[config.mk]
export PLATFORM = sky130hd
export DESIGN_NAME = cart_loader_top
export DESIGN_NICKNAME = d
export VERILOG_FILES = /design/src/design/cart_loader_pkg.sv /design/src/design/download_router.sv /design/src/design/header_parser.sv /design/src/design/cheat_assembler.sv /design/src/design/backup_sequencer.sv /design/src/design/cart_loader_top.sv
export SDC_FILE = /design/constraint.sdc
export NUM_CORES = 1
export LEC_CHECK = 0
export ABC_AREA = 1
export BUFFER_PORTS_ARGS = -buffer_cell sky130_fd_sc_hd__buf_4
export CAP_MARGIN = 40
export CORE_MARGIN = 2
export CORE_UTILIZATION = 57
export CTS_BUF_LIST = sky130_fd_sc_hd__clkbuf_4
export DETAILED_ROUTE_END_ITERATION = 8
export PLACE_DENSITY = 0.87
export SLEW_MARGIN = 20
export SYNTH_ARGS = -nofsm -noshare
export SYNTH_HDL_FRONTEND = slang
export SYNTH_SLANG_ARGS = --single-unit
[constraint.sdc]
create_clock -name clk_sys -period 4.8 [get_ports clk_sys]
set_input_delay 0.96 -clock clk_sys [delete_from_list [all_inputs] [get_ports clk_sys]]
set_output_delay 0.96 -clock clk_sys [all_outputs]
set_load 0.02 [all_outputs]
[src/design/cart_loader_pkg.sv]
package cart_loader_pkg;

	// ================================================
	// Widths
	// ================================================
	localparam int ADDR_W = 25;
	localparam int DATA_W = 16;
	localparam int MASK_W = 24;
	localparam int LBA_W  = 16;

	// Download index reserved for cheat codes
	localparam logic [7:0] CODE_INDEX = 8'hFF;

	// ================================================
	// Cartridge header locations
	// ================================================
	localparam logic [ADDR_W-1:0] COPIER_SKIP = 25'h200;
	localparam logic [ADDR_W-1:0] LOROM_HDR   = 25'h7FD6;
	localparam logic [ADDR_W-1:0] HIROM_HDR   = 25'hFFD6;
	localparam logic [ADDR_W-1:0] EXHIROM_HDR = 25'h40FFD6;

	localparam logic [3:0] DEFAULT_ROM_SIZE = 4'hC;

	// 512-byte sectors on the storage side
	localparam int SECTOR_SHIFT = 9;

	typedef enum logic [2:0] {
		AUTO,
		NO_HEADER,
		LOROM,
		HIROM,
		EXHIROM
	} header_mode_t;

	typedef enum logic [1:0] {
		AUTO_REGION,
		NTSC,
		PAL_FORCE
	} region_mode_t;

	typedef struct packed {
		logic              valid;
		logic              is_code;
		logic [ADDR_W-1:0] addr;
		logic [DATA_W-1:0] data;
	} dl_word_t;

	// Word 0 of a copier image
	typedef struct packed {
		logic [7:0] rom_type;
		logic [3:0] ram_size;
		logic [3:0] rom_size;
	} hdr_copier_t;

	// Size word inside the internal cartridge header
	typedef struct packed {
		logic [3:0] spare_hi;
		logic [3:0] rom_size;
		logic [3:0] spare_lo;
		logic [3:0] ram_size;
	} hdr_internal_t;

	typedef union packed {
		hdr_copier_t   copier;
		hdr_internal_t internal_hdr;
	} hdr_word_u;

	typedef struct packed {
		logic [31:0] flags;
		logic [31:0] address;
		logic [31:0] compare;
		logic [31:0] replace;
	} cheat_code_t;

	typedef struct packed {
		logic [7:0]        rom_type;
		logic [MASK_W-1:0] rom_mask;
		logic [MASK_W-1:0] ram_mask;
		logic              pal;
	} cart_info_t;

endpackage

[src/design/download_router.sv]
`timescale 1ns/1ns

module download_router import cart_loader_pkg::*; (
	input  logic              clk_sys,
	input  logic              reset,
	input  logic              dl_active,
	input  logic              dl_wr,
	input  logic [7:0]        dl_index,
	input  logic [ADDR_W-1:0] dl_addr,
	input  logic [DATA_W-1:0] dl_data,
	output dl_word_t          word_out,
	output logic              cart_active,
	output logic              cart_start,
	output logic              cart_end
);

	logic              code_sel;
	logic              cart_now;
	logic              valid_q;
	logic              is_code_q;
	logic [ADDR_W-1:0] addr_q;
	logic [DATA_W-1:0] data_q;

	assign code_sel = (dl_index == CODE_INDEX);
	assign cart_now = dl_active & ~code_sel;

	// ================================================
	// Word register and cartridge edges
	// ================================================
	always_ff @(posedge clk_sys) begin
		if (!reset) begin
			valid_q     <= 1'b0;
			is_code_q   <= 1'b0;
			cart_active <= 1'b0;
			cart_start  <= 1'b0;
			cart_end    <= 1'b0;
		end else begin
			valid_q     <= dl_wr;
			is_code_q   <= code_sel;
			// cart_active doubles as the previous level of cart_now
			cart_active <= cart_now;
			cart_start  <= cart_now & ~cart_active;
			cart_end    <= ~cart_now & cart_active;
		end
	end

	// Payload
	always_ff @(posedge clk_sys) begin
		addr_q <= dl_addr;
		data_q <= dl_data;
	end

	assign word_out = '{valid: valid_q, is_code: is_code_q, addr: addr_q, data: data_q};

	// The host only writes words inside a download
	a_valid_in_download: assert property (
		@(posedge clk_sys) disable iff (!reset)
		word_out.valid |-> $past(dl_active)
	);

endmodule

[src/design/header_parser.sv]
`timescale 1ns/1ns

module header_parser import cart_loader_pkg::*; (
	input  logic         clk_sys,
	input  logic         reset,
	input  dl_word_t     word_in,
	input  logic         cart_active,
	input  header_mode_t header_mode,
	input  region_mode_t region_mode,
	output cart_info_t   info
);

	hdr_word_u         hdr;
	logic              cart_wr;
	logic              use_internal;
	logic [ADDR_W-1:0] hdr_base;
	logic [ADDR_W-1:0] rom_size_addr;
	logic [ADDR_W-1:0] ram_size_addr;
	logic [3:0]        rom_size;
	logic [3:0]        ram_size;
	logic [7:0]        rom_type;
	logic              rom_region;
	logic              pal;

	assign hdr     = word_in.data;
	assign cart_wr = word_in.valid & ~word_in.is_code & cart_active;

	// Where the internal header lives for the selected map
	always_comb begin
		use_internal = 1'b1;
		case (header_mode)
			LOROM:   hdr_base = LOROM_HDR;
			HIROM:   hdr_base = HIROM_HDR;
			EXHIROM: hdr_base = EXHIROM_HDR;
			default: begin
				hdr_base     = LOROM_HDR;
				use_internal = 1'b0;
			end
		endcase
	end

	// Image still carries the copier block in front
	assign rom_size_addr = hdr_base + COPIER_SKIP;
	assign ram_size_addr = rom_size_addr + 25'd2;

	// ================================================
	// Header capture
	// ================================================
	always_ff @(posedge clk_sys) begin
		if (!reset) begin
			rom_size   <= DEFAULT_ROM_SIZE;
			ram_size   <= 4'h0;
			rom_type   <= 8'h00;
			rom_region <= 1'b0;
		end else if (cart_wr) begin
			if (word_in.addr == '0) begin
				rom_size <= DEFAULT_ROM_SIZE;
				ram_size <= 4'h0;
				// Copier sizes only count when the low byte is filled in
				if (header_mode == AUTO &&
				    {hdr.copier.ram_size, hdr.copier.rom_size} != 8'h00) begin
					rom_size <= hdr.copier.rom_size;
					ram_size <= hdr.copier.ram_size;
				end

				case (header_mode)
					NO_HEADER: rom_type <= 8'd0;
					LOROM:     rom_type <= 8'd0;
					HIROM:     rom_type <= 8'd1;
					EXHIROM:   rom_type <= 8'd2;
					default:   rom_type <= hdr.copier.rom_type;
				endcase
			end

			if (word_in.addr == 25'd2) begin
				rom_region <= word_in.data[8];
			end

			if (use_internal) begin
				if (word_in.addr == rom_size_addr) begin
					rom_size <= hdr.internal_hdr.rom_size;
				end
				if (word_in.addr == ram_size_addr) begin
					ram_size <= hdr.internal_hdr.ram_size;
				end
			end
		end
	end

	// ================================================
	// Video region
	// ================================================
	always_ff @(posedge clk_sys) begin
		if (!reset) begin
			pal <= 1'b0;
		end else if (!cart_active) begin
			case (region_mode)
				AUTO_REGION: pal <= rom_region;
				NTSC:        pal <= 1'b0;
				PAL_FORCE:   pal <= 1'b1;
				default:     pal <= rom_region;
			endcase
		end
	end

	// Masks follow the size codes directly, 1 KiB per step
	assign info.rom_type = rom_type;
	assign info.rom_mask = (MASK_W'(1024) << rom_size) - MASK_W'(1);
	assign info.ram_mask = (ram_size != 4'h0) ? (MASK_W'(1024) << ram_size) - MASK_W'(1)
	                                          : '0;
	assign info.pal      = pal;

endmodule

[src/design/cheat_assembler.sv]
`timescale 1ns/1ns

module cheat_assembler import cart_loader_pkg::*; (
	input  logic        clk_sys,
	input  logic        reset,
	input  dl_word_t    word_in,
	input  logic        cart_active,
	output cheat_code_t code,
	output logic        cheat_load,
	output logic        cheat_clear
);

	logic code_wr;

	assign code_wr = word_in.valid & word_in.is_code;

	// ================================================
	// Code fields, low word first within each field
	// ================================================
	always_ff @(posedge clk_sys) begin
		if (code_wr) begin
			case (word_in.addr[3:0])
				4'd0:  code.flags[15:0]    <= word_in.data;
				4'd2:  code.flags[31:16]   <= word_in.data;
				4'd4:  code.address[15:0]  <= word_in.data;
				4'd6:  code.address[31:16] <= word_in.data;
				4'd8:  code.compare[15:0]  <= word_in.data;
				4'd10: code.compare[31:16] <= word_in.data;
				4'd12: code.replace[15:0]  <= word_in.data;
				4'd14: code.replace[31:16] <= word_in.data;
				default: ;
			endcase
		end
	end

	// Strobes to the cheat engine
	always_ff @(posedge clk_sys) begin
		if (!reset) begin
			cheat_load  <= 1'b0;
			cheat_clear <= 1'b0;
		end else begin
			// Last word of the group completes the code
			cheat_load  <= code_wr & (word_in.addr[3:0] == 4'd14);
			// New code file or new cartridge drops the old list
			cheat_clear <= (code_wr & (word_in.addr == '0)) | cart_active;
		end
	end

	// One load per eight-word group
	a_single_load: assert property (
		@(posedge clk_sys) disable iff (!reset)
		cheat_load |=> !cheat_load
	);

endmodule

[src/design/backup_sequencer.sv]
`timescale 1ns/1ns

module backup_sequencer import cart_loader_pkg::*; (
	input  logic              clk_sys,
	input  logic              reset,
	input  logic              cart_active,
	input  logic              cart_start,
	input  logic              cart_end,
	input  logic [MASK_W-1:0] ram_mask,
	input  logic              img_mounted,
	input  logic              img_readonly,
	input  logic              img_nonempty,
	input  logic              save_write,
	input  logic              osd_open,
	input  logic              load_req,
	input  logic              save_req,
	input  logic              autosave,
	input  logic              sd_ack,
	output logic [LBA_W-1:0]  sd_lba,
	output logic              sd_rd,
	output logic              sd_wr,
	output logic              bk_ena,
	output logic              bk_pending,
	output logic              bk_busy,
	output logic              hold_console
);

	typedef enum logic [1:0] {
		BK_IDLE,
		BK_REQ,
		BK_XFER
	} bk_state_t;

	bk_state_t        state;
	logic             loading;
	logic             old_load;
	logic             old_save;
	logic             old_ack;
	logic             save_raise;
	logic             start_load;
	logic             start_save;
	logic             start_cart;
	logic [LBA_W-1:0] last_lba;

	// Autosave fires once the menu is up with unsaved data
	assign save_raise = save_req | (autosave & bk_pending & osd_open);
	assign start_load = bk_ena & load_req & ~old_load;
	assign start_save = bk_ena & save_raise & ~old_save;
	assign start_cart = bk_ena & cart_end & img_nonempty;
	assign last_lba   = LBA_W'(ram_mask >> SECTOR_SHIFT);
	assign bk_busy    = (state != BK_IDLE);

	// cart_end covers the gap before the reload starts
	assign hold_console = cart_active | cart_end | (bk_busy & loading);

	// ================================================
	// Backup enable and pending save
	// ================================================
	always_ff @(posedge clk_sys) begin
		if (!reset) begin
			bk_ena     <= 1'b0;
			bk_pending <= 1'b0;
		end else begin
			if (cart_start) begin
				bk_ena <= 1'b0;
			end
			if (cart_active && img_mounted && !img_readonly) begin
				bk_ena <= |ram_mask;
			end

			if (bk_ena && !osd_open && save_write) begin
				bk_pending <= 1'b1;
			end else if (bk_busy) begin
				bk_pending <= 1'b0;
			end
		end
	end

	// ================================================
	// Sector transfer FSM
	// ================================================
	always_ff @(posedge clk_sys) begin
		if (!reset) begin
			state    <= BK_IDLE;
			loading  <= 1'b0;
			old_load <= 1'b0;
			old_save <= 1'b0;
			old_ack  <= 1'b0;
			sd_rd    <= 1'b0;
			sd_wr    <= 1'b0;
			sd_lba   <= '0;
		end else begin
			old_load <= load_req;
			old_save <= save_raise;
			old_ack  <= sd_ack;

			case (state)
				BK_IDLE: begin
					if (start_cart || start_load || start_save) begin
						// Reload after a download wins over a save
						loading <= start_cart | start_load;
						sd_rd   <= start_cart | start_load;
						sd_wr   <= ~(start_cart | start_load);
						sd_lba  <= '0;
						state   <= BK_REQ;
					end
				end
				BK_REQ: begin
					if (sd_ack && !old_ack) begin
						sd_rd <= 1'b0;
						sd_wr <= 1'b0;
						state <= BK_XFER;
					end
				end
				BK_XFER: begin
					// Sector done when ack drops
					if (!sd_ack && old_ack) begin
						if (sd_lba >= last_lba) begin
							loading <= 1'b0;
							state   <= BK_IDLE;
						end else begin
							sd_lba <= sd_lba + 1'b1;
							sd_rd  <= loading;
							sd_wr  <= ~loading;
							state  <= BK_REQ;
						end
					end
				end
				default: state <= BK_IDLE;
			endcase
		end
	end

	a_rd_wr_exclusive: assert property (
		@(posedge clk_sys) disable iff (!reset)
		!(sd_rd && sd_wr)
	);

endmodule

[src/design/cart_loader_top.sv]
`timescale 1ns/1ns

module cart_loader_top import cart_loader_pkg::*; (
	input  logic              clk_sys,
	input  logic              reset,
	input  logic              dl_active,
	input  logic [7:0]        dl_index,
	input  logic [ADDR_W-1:0] dl_addr,
	input  logic [DATA_W-1:0] dl_data,
	input  logic              dl_wr,
	input  header_mode_t      header_mode,
	input  region_mode_t      region_mode,
	input  logic              sd_ack,
	input  logic              img_mounted,
	input  logic              img_readonly,
	input  logic              img_nonempty,
	input  logic              save_write,
	input  logic              osd_open,
	input  logic              load_req,
	input  logic              save_req,
	input  logic              autosave,
	output logic [LBA_W-1:0]  sd_lba,
	output logic              sd_rd,
	output logic              sd_wr,
	output logic              bk_ena,
	output logic              bk_pending,
	output logic              bk_busy,
	output logic              hold_console,
	output cart_info_t        info,
	output cheat_code_t       code,
	output logic              cheat_load,
	output logic              cheat_clear
);

	dl_word_t dl_word;
	logic     cart_active;
	logic     cart_start;
	logic     cart_end;

	download_router i_download_router (
		.clk_sys     (clk_sys),
		.reset       (reset),
		.dl_active   (dl_active),
		.dl_wr       (dl_wr),
		.dl_index    (dl_index),
		.dl_addr     (dl_addr),
		.dl_data     (dl_data),
		.word_out    (dl_word),
		.cart_active (cart_active),
		.cart_start  (cart_start),
		.cart_end    (cart_end)
	);

	header_parser i_header_parser (
		.clk_sys     (clk_sys),
		.reset       (reset),
		.word_in     (dl_word),
		.cart_active (cart_active),
		.header_mode (header_mode),
		.region_mode (region_mode),
		.info        (info)
	);

	cheat_assembler i_cheat_assembler (
		.clk_sys     (clk_sys),
		.reset       (reset),
		.word_in     (dl_word),
		.cart_active (cart_active),
		.code        (code),
		.cheat_load  (cheat_load),
		.cheat_clear (cheat_clear)
	);

	// Save RAM size comes from the parsed header
	backup_sequencer i_backup_sequencer (
		.clk_sys      (clk_sys),
		.reset        (reset),
		.cart_active  (cart_active),
		.cart_start   (cart_start),
		.cart_end     (cart_end),
		.ram_mask     (info.ram_mask),
		.img_mounted  (img_mounted),
		.img_readonly (img_readonly),
		.img_nonempty (img_nonempty),
		.save_write   (save_write),
		.osd_open     (osd_open),
		.load_req     (load_req),
		.save_req     (save_req),
		.autosave     (autosave),
		.sd_ack       (sd_ack),
		.sd_lba       (sd_lba),
		.sd_rd        (sd_rd),
		.sd_wr        (sd_wr),
		.bk_ena       (bk_ena),
		.bk_pending   (bk_pending),
		.bk_busy      (bk_busy),
		.hold_console (hold_console)
	);

endmodule

# Word level (Yosys, flattened, before mapping)
# Cells that the tools add are included.
classes:
  addsub: 5
  mul: 0
  div_mod_pow: 0
  magnitude_cmp: 1
  eq_ne: 24
  shift: 2
  muxes: 38
  bitwise: 30
  n_reduce_logical: 41
op_table:
  columns: ["cell", "n"]
  rows:
  - ["$eq 25x25->1", 2]
  - ["$mux 16", 3]
  - ["$shl 11x4->24 const A", 2]
  - ["$pmux 23 s2", 1]
  - ["$mux 4", 8]
  - ["$pmux 16 s2", 1]
  - ["$add 25x2->25 const B", 1]
  - ["$eq 25x2->1 const B", 1]
  - ["$logic_not 25->1", 1]
  - ["$add 23x10->24 const B", 1]
  - ["$mux 24", 1]
  - ["$pmux 8 s3", 1]
  - ["$reduce_or 24->1", 1]
  - ["$sub 24x1->24 const B", 1]
  - ["$sub 24x2->24 const B", 1]
  - ["$reduce_and 2->1", 10]
  - ["$and 1x1->1", 17]
  - ["$add 16x1->16 const B", 1]
  - ["$eq 4x4->1 const B", 4]
  - ["$ge 16x15->1", 1]
  - ["$mux 1", 15]
  - ["$eq 4x3->1 const B", 2]
  - ["$eq 8x8->1 const B", 1]
  - ["$ne 2x1->1 const B", 4]
  - ["other kinds (28)", 60]
totals:
  regBits: 220
  latch_bits: 0
  ramBits: 0
  rom_bits: 0
  out_inout_bits: 209
  elab_cells: 173
  memories: 0

# Logic depth before layout (Yosys ltp)
# Gate-level depths: netlist (run 1).
depth:
  word_depth: 8
  mapped_depth: 24
  depth_no_buf: 22

# Modules after synthesis
# From an unflattened synthesis (run 1), not the netlist that was laid out.
hier_totals:
  cells_unflattened: 902
  hier_area_um2: 9166.3
modules_own_cells:
  columns: ["mod", "n_inst", "cells_each", "area_per_inst_um2", "seq_area_each_um2"]
  rows:
  - ["cheat_assembler", 1, 176, 4077.7, 3883.7]
  - ["backup_sequencer", 1, 326, 2072.0, 520.5]
  - ["header_parser", 1, 336, 2001.9, 360.3]
  - ["download_router", 1, 64, 1014.7, 920.9]

# Worst setup path before layout (run 1)
# No wires, ideal clock.
synth_timing:
  path_kind: "flip-flop to flip-flop"
  startpoint: "register i_header_parser.ram_size[3]"
  endpoint: "register i_backup_sequencer.sd_lba[12]"
  setup_ns: 0.132
  arrival_time_ns: 3.339
  path_slack_ns: 1.329
  stages_incl_launch_ff: 25
  n_path_buf: 2
  synth_period_minus_slack_ns: 3.471
  path_cell_list: "dfxtp_1 clkbuf_1 nor2_1 inv_1 nor2_2 inv_1 ha_1 inv_1 nor4_1 nor3_1 inv_1 ha_1 nand2_1 inv_2 nand2_1 nand2_1 nor2_1 nand2_1 nand2_1 nand2_1 nand2_2 nand2_2 buf_6 nand2_1 a21oi_1"
synth_lines:
  columns: ["item", "line_no", "source"]
  rows:
  - ["start, declared", "header_parser.sv:20", "logic [3:0] ram_size;"]
  - ["start signal, assigned", "header_parser.sv:63", "ram_size <= hdr.copier.ram_size;"]
  - ["start signal, assigned", "header_parser.sv:84", "ram_size <= hdr.internal_hdr.ram_size;"]
  - ["end signal, assigned", "backup_sequencer.sv:122", "sd_lba <= sd_lba + 1'b1;"]
  - ["end, declared", "backup_sequencer.sv:19", "output logic [LBA_W-1:0] sd_lba,"]

==> results by group, run 1 <==
Status
  • Status: complete, no violations

Clock tree
  • Root Driver: clkbuf_4
  • Cts bufs inserted: 52
  • Maximum buffer depth of the clock tree: 3
  • H-tree depth: 2
  • Post_cts resized: 0
  • Setup Fix Bufs, Post-CTS: 0
  • CTS clock-pin slew for the worst setup and hold paths: 0.07 ns
  • CTS Sinks: 220
  • Skew-Pair Late Insertion Delay: 0.65 ns
  • TritonCTS clock tree: built
  • Post-CTS Hold Fix Bufs: 0

Floorplan
  • Initial core utilization: 57.9%
  • I/O pins: 276
  • Core area: 0.0151 sq mm
  • Die extent in x: 128 um
  • Die Area: 0.0163 sq mm
  • Die H: 128 um
  • Core Rows: 45

STA
  • Final slew viol count: 0
  • Worst-margin pin slew: 0.786 ns
  • Fin crit share: 79.3%
  • Setup_tns: 0 ns
  • Slew HR: 47.4%
  • Hold Vio Cnt, Final: 0
  • Final setup violation count: 0
  • FMAX: 263 MHz
  • Fin crit period: 3.81 ns
  • RSZ-0062 raised after global routing: false
  • Hold Slack: 0.419 ns
  • Clock skew: 0.0259 ns

Logic synthesis
  • Synthesized netlist cell count: 840
  • Count leader, synth: nand2_1
  • Leading area contributor after synthesis: edfxtp_1
  • Async set or reset register ratio after synthesis: 0%
  • Post-synth EDFFs: 128
  • Synth cell count leaders: nand2_1 (159), edfxtp_1 (128), nor2_1 (96)
  • Count of cell types in the netlist: 40
  • Post-synthesis instance area: 0.00874 sq mm
  • Post-synthesis sequential area ratio: 65.0%
  • Ys flop type: edfxtp_1
  • Largest cells by area after synthesis: edfxtp_1 (44%), dfxtp_1 (21%), nand2_1 (6.8%)
  • Synth warn: 0
  • Register bit total from synthesis: 220
  • Syn_area_per_cell: 10.4 sq um
  • Top cell type's share of synthesized area: 44.0%

Worst setup path
  • Worst path top cell family by delay: compound AO/OA/AOI/OAI gates
  • Worst path most repeated cell: inv_1
  • R2R cell count: 20
  • Req. time, crit path: 3.84 ns
  • Crit-path cells: nor2_1, nand2_1, ha_1, inv_1, a21oi_1, inv_1, o22ai_1, o21ai_0, inv_1, buf_4
  • Worst EP arrival: 2.85 ns
  • Startpoint Class: register
  • Critical path buffer and inverter count: 4
  • Worst R2R Setup Slack: 1.22 ns
  • Slowest stage cell, crit path: dfxtp_1
  • FF-to-FF End: i_backup_sequencer.sd_lba[0]
  • Critical path peak fanout: 12
  • Worst stage delay on the critical path: 0.56 ns
  • Setup crit end kind: output port
  • Reg-to-reg startpoint: i_header_parser.ram_size[3]
  • WS Path Type: reg -> out

Pwr
  • Power Dens Cells: 334 mW/mm^2
  • VDD IR-drop max: 0.290 mV
  • Leak: 0.00490 uW

Routing
  • Via count: 7284
  • Per-cell routed wire length: 17.9 um
  • DR pass1 iterations: 6
  • Final wirelength: 24.4 mm
  • Number of DRC markers in iteration 0: 640
  • # DRC: 0
  • Vias per cell: 5.34
  • Post-route ant nets: 0

Final layout
  • Layout cells sized above 1: 32.8%
  • Area growth from synthesis to layout: 32.2%
  • Final core occ: 76.6%
  • Final #Nets: 1227

Place
  • HPWL after DPL: 17.1 mm
  • I/O Buffers: 265
  • GPL Wtd Cong: 0.977

GRT
  • First-pass GRT wire length: 36.9 mm
  • Initial antenna violation count: 1
  • Total grt overflow: 0
  • Pin count of the biggest net entering global routing: 44
  • Number of global-route vias before repair: 6952
  • GRT Resource Usage Total: 29.7%

Worst hold path
  • Hold Crit Start: dl_data[3]
  • Hold path depth: 1
  • Worst hold path type: in -> reg
  • Hold path endpoint: i_download_router.data_q[3]

Flow run
  • MaxCap Viol Count: 0
==> registers in the layout (all words and copies together) (netlist names), 2 cells and up <==
| signal | count |
|---|---|
| i_header_parser.rom_size | 4 |
| i_backup_sequencer.state | 2 |
| i_header_parser.ram_size | 4 |
| i_download_router.data_q | 16 |
| i_backup_sequencer.sd_lba | 16 |
| i_download_router.addr_q | 25 |
| i_cheat_assembler.code | 128 |
| i_header_parser.rom_type | 8 |
==> layer usage <==
metal	vias up	share of wire [%]	GRT usage, %
met2	439	50	51.2
met1	3384	38	35.7
met5	-	0	0
li1	3405	-	-
met3	56	8.8	6.89
met4	0	3.2	13.5
==> placed cells by master (no fill, tap or decap), types with 5 or more instances in the layout <==
cell type	synthesis	final
a21oi_1	47	47
nor2_1	96	90
o21ai_0	14	14
buf_4	21	268
clkinv_1	1	12
inv_1	81	81
ha_1	23	23
nor2_2	4	8
inv_2	7	8
edfxtp_1	128	128
dfxtp_1	92	92
nand4_1	10	10
nor2_4	3	5
xor2_1	10	10
nand3_1	75	75
conb_1	1	10
clkbuf_4	0	77
nand2_1	159	159
nand2_2	5	5
nor3_1	13	12
==> worst max-delay path by stage <==
stage	startpoint	endpoint	slack, ns	depth (start not counted)
finish	i_header_parser.rom_size[2]	info[47]	0.99	10
global route	i_header_parser.rom_size[2]	info[47]	0.75	10
CTS	i_header_parser.rom_size[2]	info[47]	1.10	10
detailed placement	i_header_parser.ram_size[3]	i_backup_sequencer.sd_lba[10]	1.33	20
global placement	i_header_parser.ram_size[3]	i_backup_sequencer.sd_lba[0]	1.42	22
floorplan	i_header_parser.ram_size[3]	i_backup_sequencer.sd_lba[12]	1.33	24
==> layout make-up <==
type	instances	area (sq um)
Inverter	89	334
Sequential cell	220	5690
Tap cell	188	235
Clock buffer	77	578
Clock inverter	15	113
Timing Repair Buffer	272	2060
Multi-Input combinational cell	502	2550
Antenna cell	1	2.50
Fill cell	1035	3530
==> where the power goes <==
| group | switching (uW) | leakage, uW | internal, uW |
|---|---|---|---|
| Sequential | 35.8 | 0.00191 | 2020 |
| Combinational | 165 | 0.00258 | 93.3 |
| Clock | 701 | 0.000404 | 840 |
==> worst register-to-register path: stages, from the launching register on <==
cell and delay (ns):
dfxtp_1 0.40, nor2_1 0.25, inv_1 0.12, nor2_2 0.24, inv_1 0.13, ha_1 0.23, inv_1 0.10, nor4_1 0.06
nor3_1 0.25, inv_1 0.07, ha_1 0.29, a21oi_1 0.15, nand2_1 0.08, nor2_1 0.10, nand2_1 0.07, nand2_1 0.07
nand2_1 0.06, nand2_2 0.29, nand2_2 0.28, nor2_1 0.17, nor2_1 0.06
==> metrics by stage <==
stage | setup WS (ns) | cell area (sq um) | power, uW | std cells
after global placement | 1.42 | 10800 | 2350 | 1267
final | 0.994 | 11600 | 3860 | 1364
after CTS | 1.10 | 11600 | 3890 | 1363
after floorplan | 1.33 | 8780 | 2270 | 849
after detailed placement | 1.33 | 10900 | 2350 | 1271
after global routing | 0.750 | 11600 | 4010 | 1364
==> kinds of logic after synthesis <==
| group | after synthesis | share of synthesized area [%] |
|---|---|---|
| buffers and inverters | 127 | 6.54 |
| adders and majority gates | 23 | 3.29 |
| AOI/OAI and AO/OA | 72 | 4.45 |
| muxes | 1 | 0.129 |
| DFF | 220 | 65.0 |
| xor gates and xnor gates | 14 | 1.40 |
| and+or+nand+nor | 382 | 19.1 |
| other | 1 | 0.0429 |
Note: power is estimated with default switching activity, not from simulation.
==> inputs of run 2 (changes only) <==
--- a/config.mk
+++ b/config.mk
@@ -9,10 +9,10 @@
 export BUFFER_PORTS_ARGS = -buffer_cell sky130_fd_sc_hd__buf_4
 export CAP_MARGIN = 40
 export CORE_MARGIN = 2
-export CORE_UTILIZATION = 57
+export CORE_UTILIZATION = 48
 export CTS_BUF_LIST = sky130_fd_sc_hd__clkbuf_4
 export DETAILED_ROUTE_END_ITERATION = 8
-export PLACE_DENSITY = 0.87
+export PLACE_DENSITY = 0.78
 export SLEW_MARGIN = 20
 export SYNTH_ARGS = -nofsm -noshare
 export SYNTH_HDL_FRONTEND = slang
==> constraint.sdc (replaced) <==
create_clock -name clk_sys -period 3.25 [get_ports clk_sys]
set_input_delay 0.65 -clock clk_sys [delete_from_list [all_inputs] [get_ports clk_sys]]
set_output_delay 0.65 -clock clk_sys [all_outputs]
set_load 0.02 [all_outputs]
==> results by group, run 2 (synthesis gave the netlist of run 1 again) <==
Final layout
  • Final instance area: 0.0117 sq mm (was 0.0116 sq mm)
  • Commonest non-fill, non-tap cell in the layout: buf_4 (unchanged)
  • Final #Nets: 1236 (was 1227)
  • Filler cell count: 1415 (was 1035)
  • Layout Cells excl Fill: 1420 (was 1364)
  • Area growth from synthesis to layout: 33.8% (was 32.2%)
  • Layout cells sized above 1: 33.9% (was 32.8%)
  • Multi-input combinational cell area: 0.00258 sq mm (was 0.00255 sq mm)
  • Final core occ: 65.3% (was 76.6%)
  • Reg area: 0.00569 sq mm (about the same)
  • Commonest non-fill, non-tap cells in the layout: buf_4 (279), nand2_1 (159), edfxtp_1 (128), nor2_1 (88), dfxtp_1 (87) (was buf_4 (268), nand2_1 (159), edfxtp_1 (128), dfxtp_1 (92), nor2_1 (90))
  • Max reg flops: 128 (unchanged)

Worst setup path
  • Worst EP arrival: 3.65 ns (was 2.85 ns)
  • Req. time, crit path: 3.84 ns (about the same)
  • Critical path peak fanout: 10 (was 12)
  • Reg-to-reg startpoint: i_header_parser.ram_size[2] (was i_header_parser.ram_size[3])
  • Startpoint Class: register (unchanged)
  • WS Path Type: reg -> reg (was reg -> out)
  • Setup crit end kind: register (was output port)
  • Worst R2R Setup Slack: 0.19 ns (was 1.22 ns)
  • FF-to-FF End: i_backup_sequencer.sd_lba[7] (was i_backup_sequencer.sd_lba[0])
  • R2R cell count: 20 (unchanged)

Clock tree
  • CTS Sinks: 220 (unchanged)
  • Maximum buffer depth of the clock tree: 3 (unchanged)
  • Skew-Pair Late Insertion Delay: 0.70 ns (was 0.65 ns)
  • H-tree depth: 2 (unchanged)
  • Root Driver: clkbuf_4 (unchanged)
  • TritonCTS clock tree: built (unchanged)
  • Cts bufs inserted: 52 (unchanged)
  • CTS clock-pin slew for the worst setup and hold paths: 0.08 ns (was 0.07 ns)
  • Post-CTS Hold Fix Bufs: 0 (unchanged)

Floorplan
  • Core Rows: 49 (was 45)
  • Die Area: 0.0193 sq mm (was 0.0163 sq mm)
  • Core area: 0.0179 sq mm (was 0.0151 sq mm)
  • Initial core utilization: 48.8% (was 57.9%)
  • Die extent in x: 139 um (was 128 um)
  • Die H: 139 um (was 128 um)
  • I/O pins: 276 (unchanged)

Routing
  • # DRC: 0 (unchanged)
  • DR pass1 iterations: 5 (was 6)
  • Number of DRC markers in iteration 0: 443 (was 640)
  • Post-route ant nets: 0 (unchanged)
  • Via count: 7135 (was 7284)
  • Final wirelength: 23.4 mm (was 24.4 mm)
  • Per-cell routed wire length: 16.5 um (was 17.9 um)
  • Vias per cell: 5.02 (was 5.34)

GRT
  • Total grt overflow: 0 (unchanged)
  • Number of global-route vias before repair: 6661 (was 6952)
  • Pin count of the biggest net entering global routing: 20 (was 44)
  • GRT Resource Usage Total: 23.6% (was 29.7%)
  • Initial antenna violation count: 1 (unchanged)
  • First-pass GRT wire length: 35.7 mm (was 36.9 mm)

STA
  • Hold Vio Cnt, Final: 0 (unchanged)
  • Slew HR: 43.6% (was 47.4%)
  • Min setup slack post-route: 0.191 ns (was 0.994 ns)
  • Clock skew: 0.0468 ns (was 0.0259 ns)
  • Final setup violation count: 0 (unchanged)
  • Worst-margin pin slew: 0.843 ns (was 0.786 ns)
  • Hold Slack: 0.0535 ns (was 0.419 ns)
  • Fin crit period: 3.06 ns
  • Final slew viol count: 0 (unchanged)
  • FMAX: 327 MHz
  • Fin crit share: 94.1%

Place
  • I/O Buffers: 265 (unchanged)
  • HPWL after DPL: 16.9 mm (was 17.1 mm)
  • Cell Area, Placed: 0.0110 sq mm (was 0.0109 sq mm)
  • Setup WS pre-CTS: 0.118 ns (was 1.33 ns)
  • Post-placement cell count: 1319 (was 1271)
  • GPL Wtd Cong: 0.880 (was 0.977)

Worst hold path
  • Hold path endpoint: i_download_router.data_q[4] (was i_download_router.data_q[3])
  • Hold Crit Start: dl_data[4] (was dl_data[3])
  • Worst hold path type: in -> reg (unchanged)
  • Hold path depth: 1 (unchanged)

Status
  • Status: complete, no violations (unchanged)

Pwr
  • Leak: 0.00494 uW (was 0.00490 uW)
  • Power Dens Cells: 485 mW/mm^2 (was 334 mW/mm^2)
  • VDD IR-drop max: 0.318 mV (was 0.290 mV)

Flow run
  • MaxCap Viol Count: 0 (unchanged)
## run 2: cell types whose count changed in the layout (fill, tap and decap cells not counted), sizes merged
cell and delta:
clkinvlp -1, clkinv +10, bufinv -1, buf +9, clkbuf -3, inv +1
## run 2: worst max-delay path, stage by stage, from the launching register on
cell and delay [ns]:
dfxtp_2 0.35, nor2_1 0.15, inv_1 0.11, nor2_4 0.14, inv_1 0.09, ha_1 0.21, inv_1 0.10, nor2_1 0.06
nand2_1 0.07, nor2_1 0.05, nor2_2 0.13, inv_1 0.05, ha_1 0.28, a21oi_1 0.14, o21ai_0 0.11, a21oi_1 0.26
nand2_1 0.13, nand2_4 0.15, buf_6 0.16, nand3_1 0.09, a21oi_2 0.16
## run 2: power by group
part,internal [uW],leakage [uW],switching (uW)
clock,1150,0.000403,1100
sequential,2990,0.00191,53.2
combinational,146,0.00263,246
total,4280,0.00494,1400
## run 2: worst max-delay path by stage
stage,from,end,slack (ns),cells past startpoint
global route,i_header_parser.ram_size[2],i_backup_sequencer.sd_lba[7],-0.06,21
finish,i_header_parser.ram_size[2],i_backup_sequencer.sd_lba[7],0.19,20
detailed placement,i_header_parser.ram_size[1],i_backup_sequencer.sd_lba[3],0.12,20
global placement,i_header_parser.ram_size[1],i_backup_sequencer.sd_lba[5],0.31,20
floorplan,i_header_parser.ram_size[3],i_backup_sequencer.sd_lba[12],0.06,24
CTS,i_header_parser.rom_size[3],info[43],0.0007,9
## run 2: metrics by stage
| step | power, uW | setup TNS, ns |
|---|---|---|
| after floorplan | 3350 | 0 |
| after global placement | 3470 | 0 |
| after detailed placement | 3480 | 0 |
| after CTS | 5710 | 0 |
| after global routing | 5910 | -0.273 |
| final | 5680 | 0 |
## run 2: repair_timing
action                                  in CTS  in global routing
setup buffers                                0                  2
gates resized for setup                      1                 10
gates cloned                                 0                  0
pin swaps                                    0                  2
endpoints found under the setup margin       1                 22
## run 2: final cells by class
cell class / count / share of cell area, %
Multi-Input combinational cell: 502 / 22.0
Timing Repair Buffer: 281 / 18.1
Inverter: 89 / 2.86
Antenna cell: 1 / 0.0214
Sequential cell: 220 / 48.7
Clock inverter: 24 / 1.12
Tap cell: 229 / 2.45
Clock buffer: 74 / 4.75
## run 2: routing by layer
| layer | global-route usage, % | vias up | wire length [um] |
|---|---|---|---|
| li1 | - | 3433 | - |
| met1 | 28.6 | 3274 | 9050 |
| met2 | 39.7 | 362 | 11500 |
| met3 | 6.11 | 66 | 2000 |
| met4 | 10.7 | 0 | 858 |
| met5 | 0 | - | 0 |
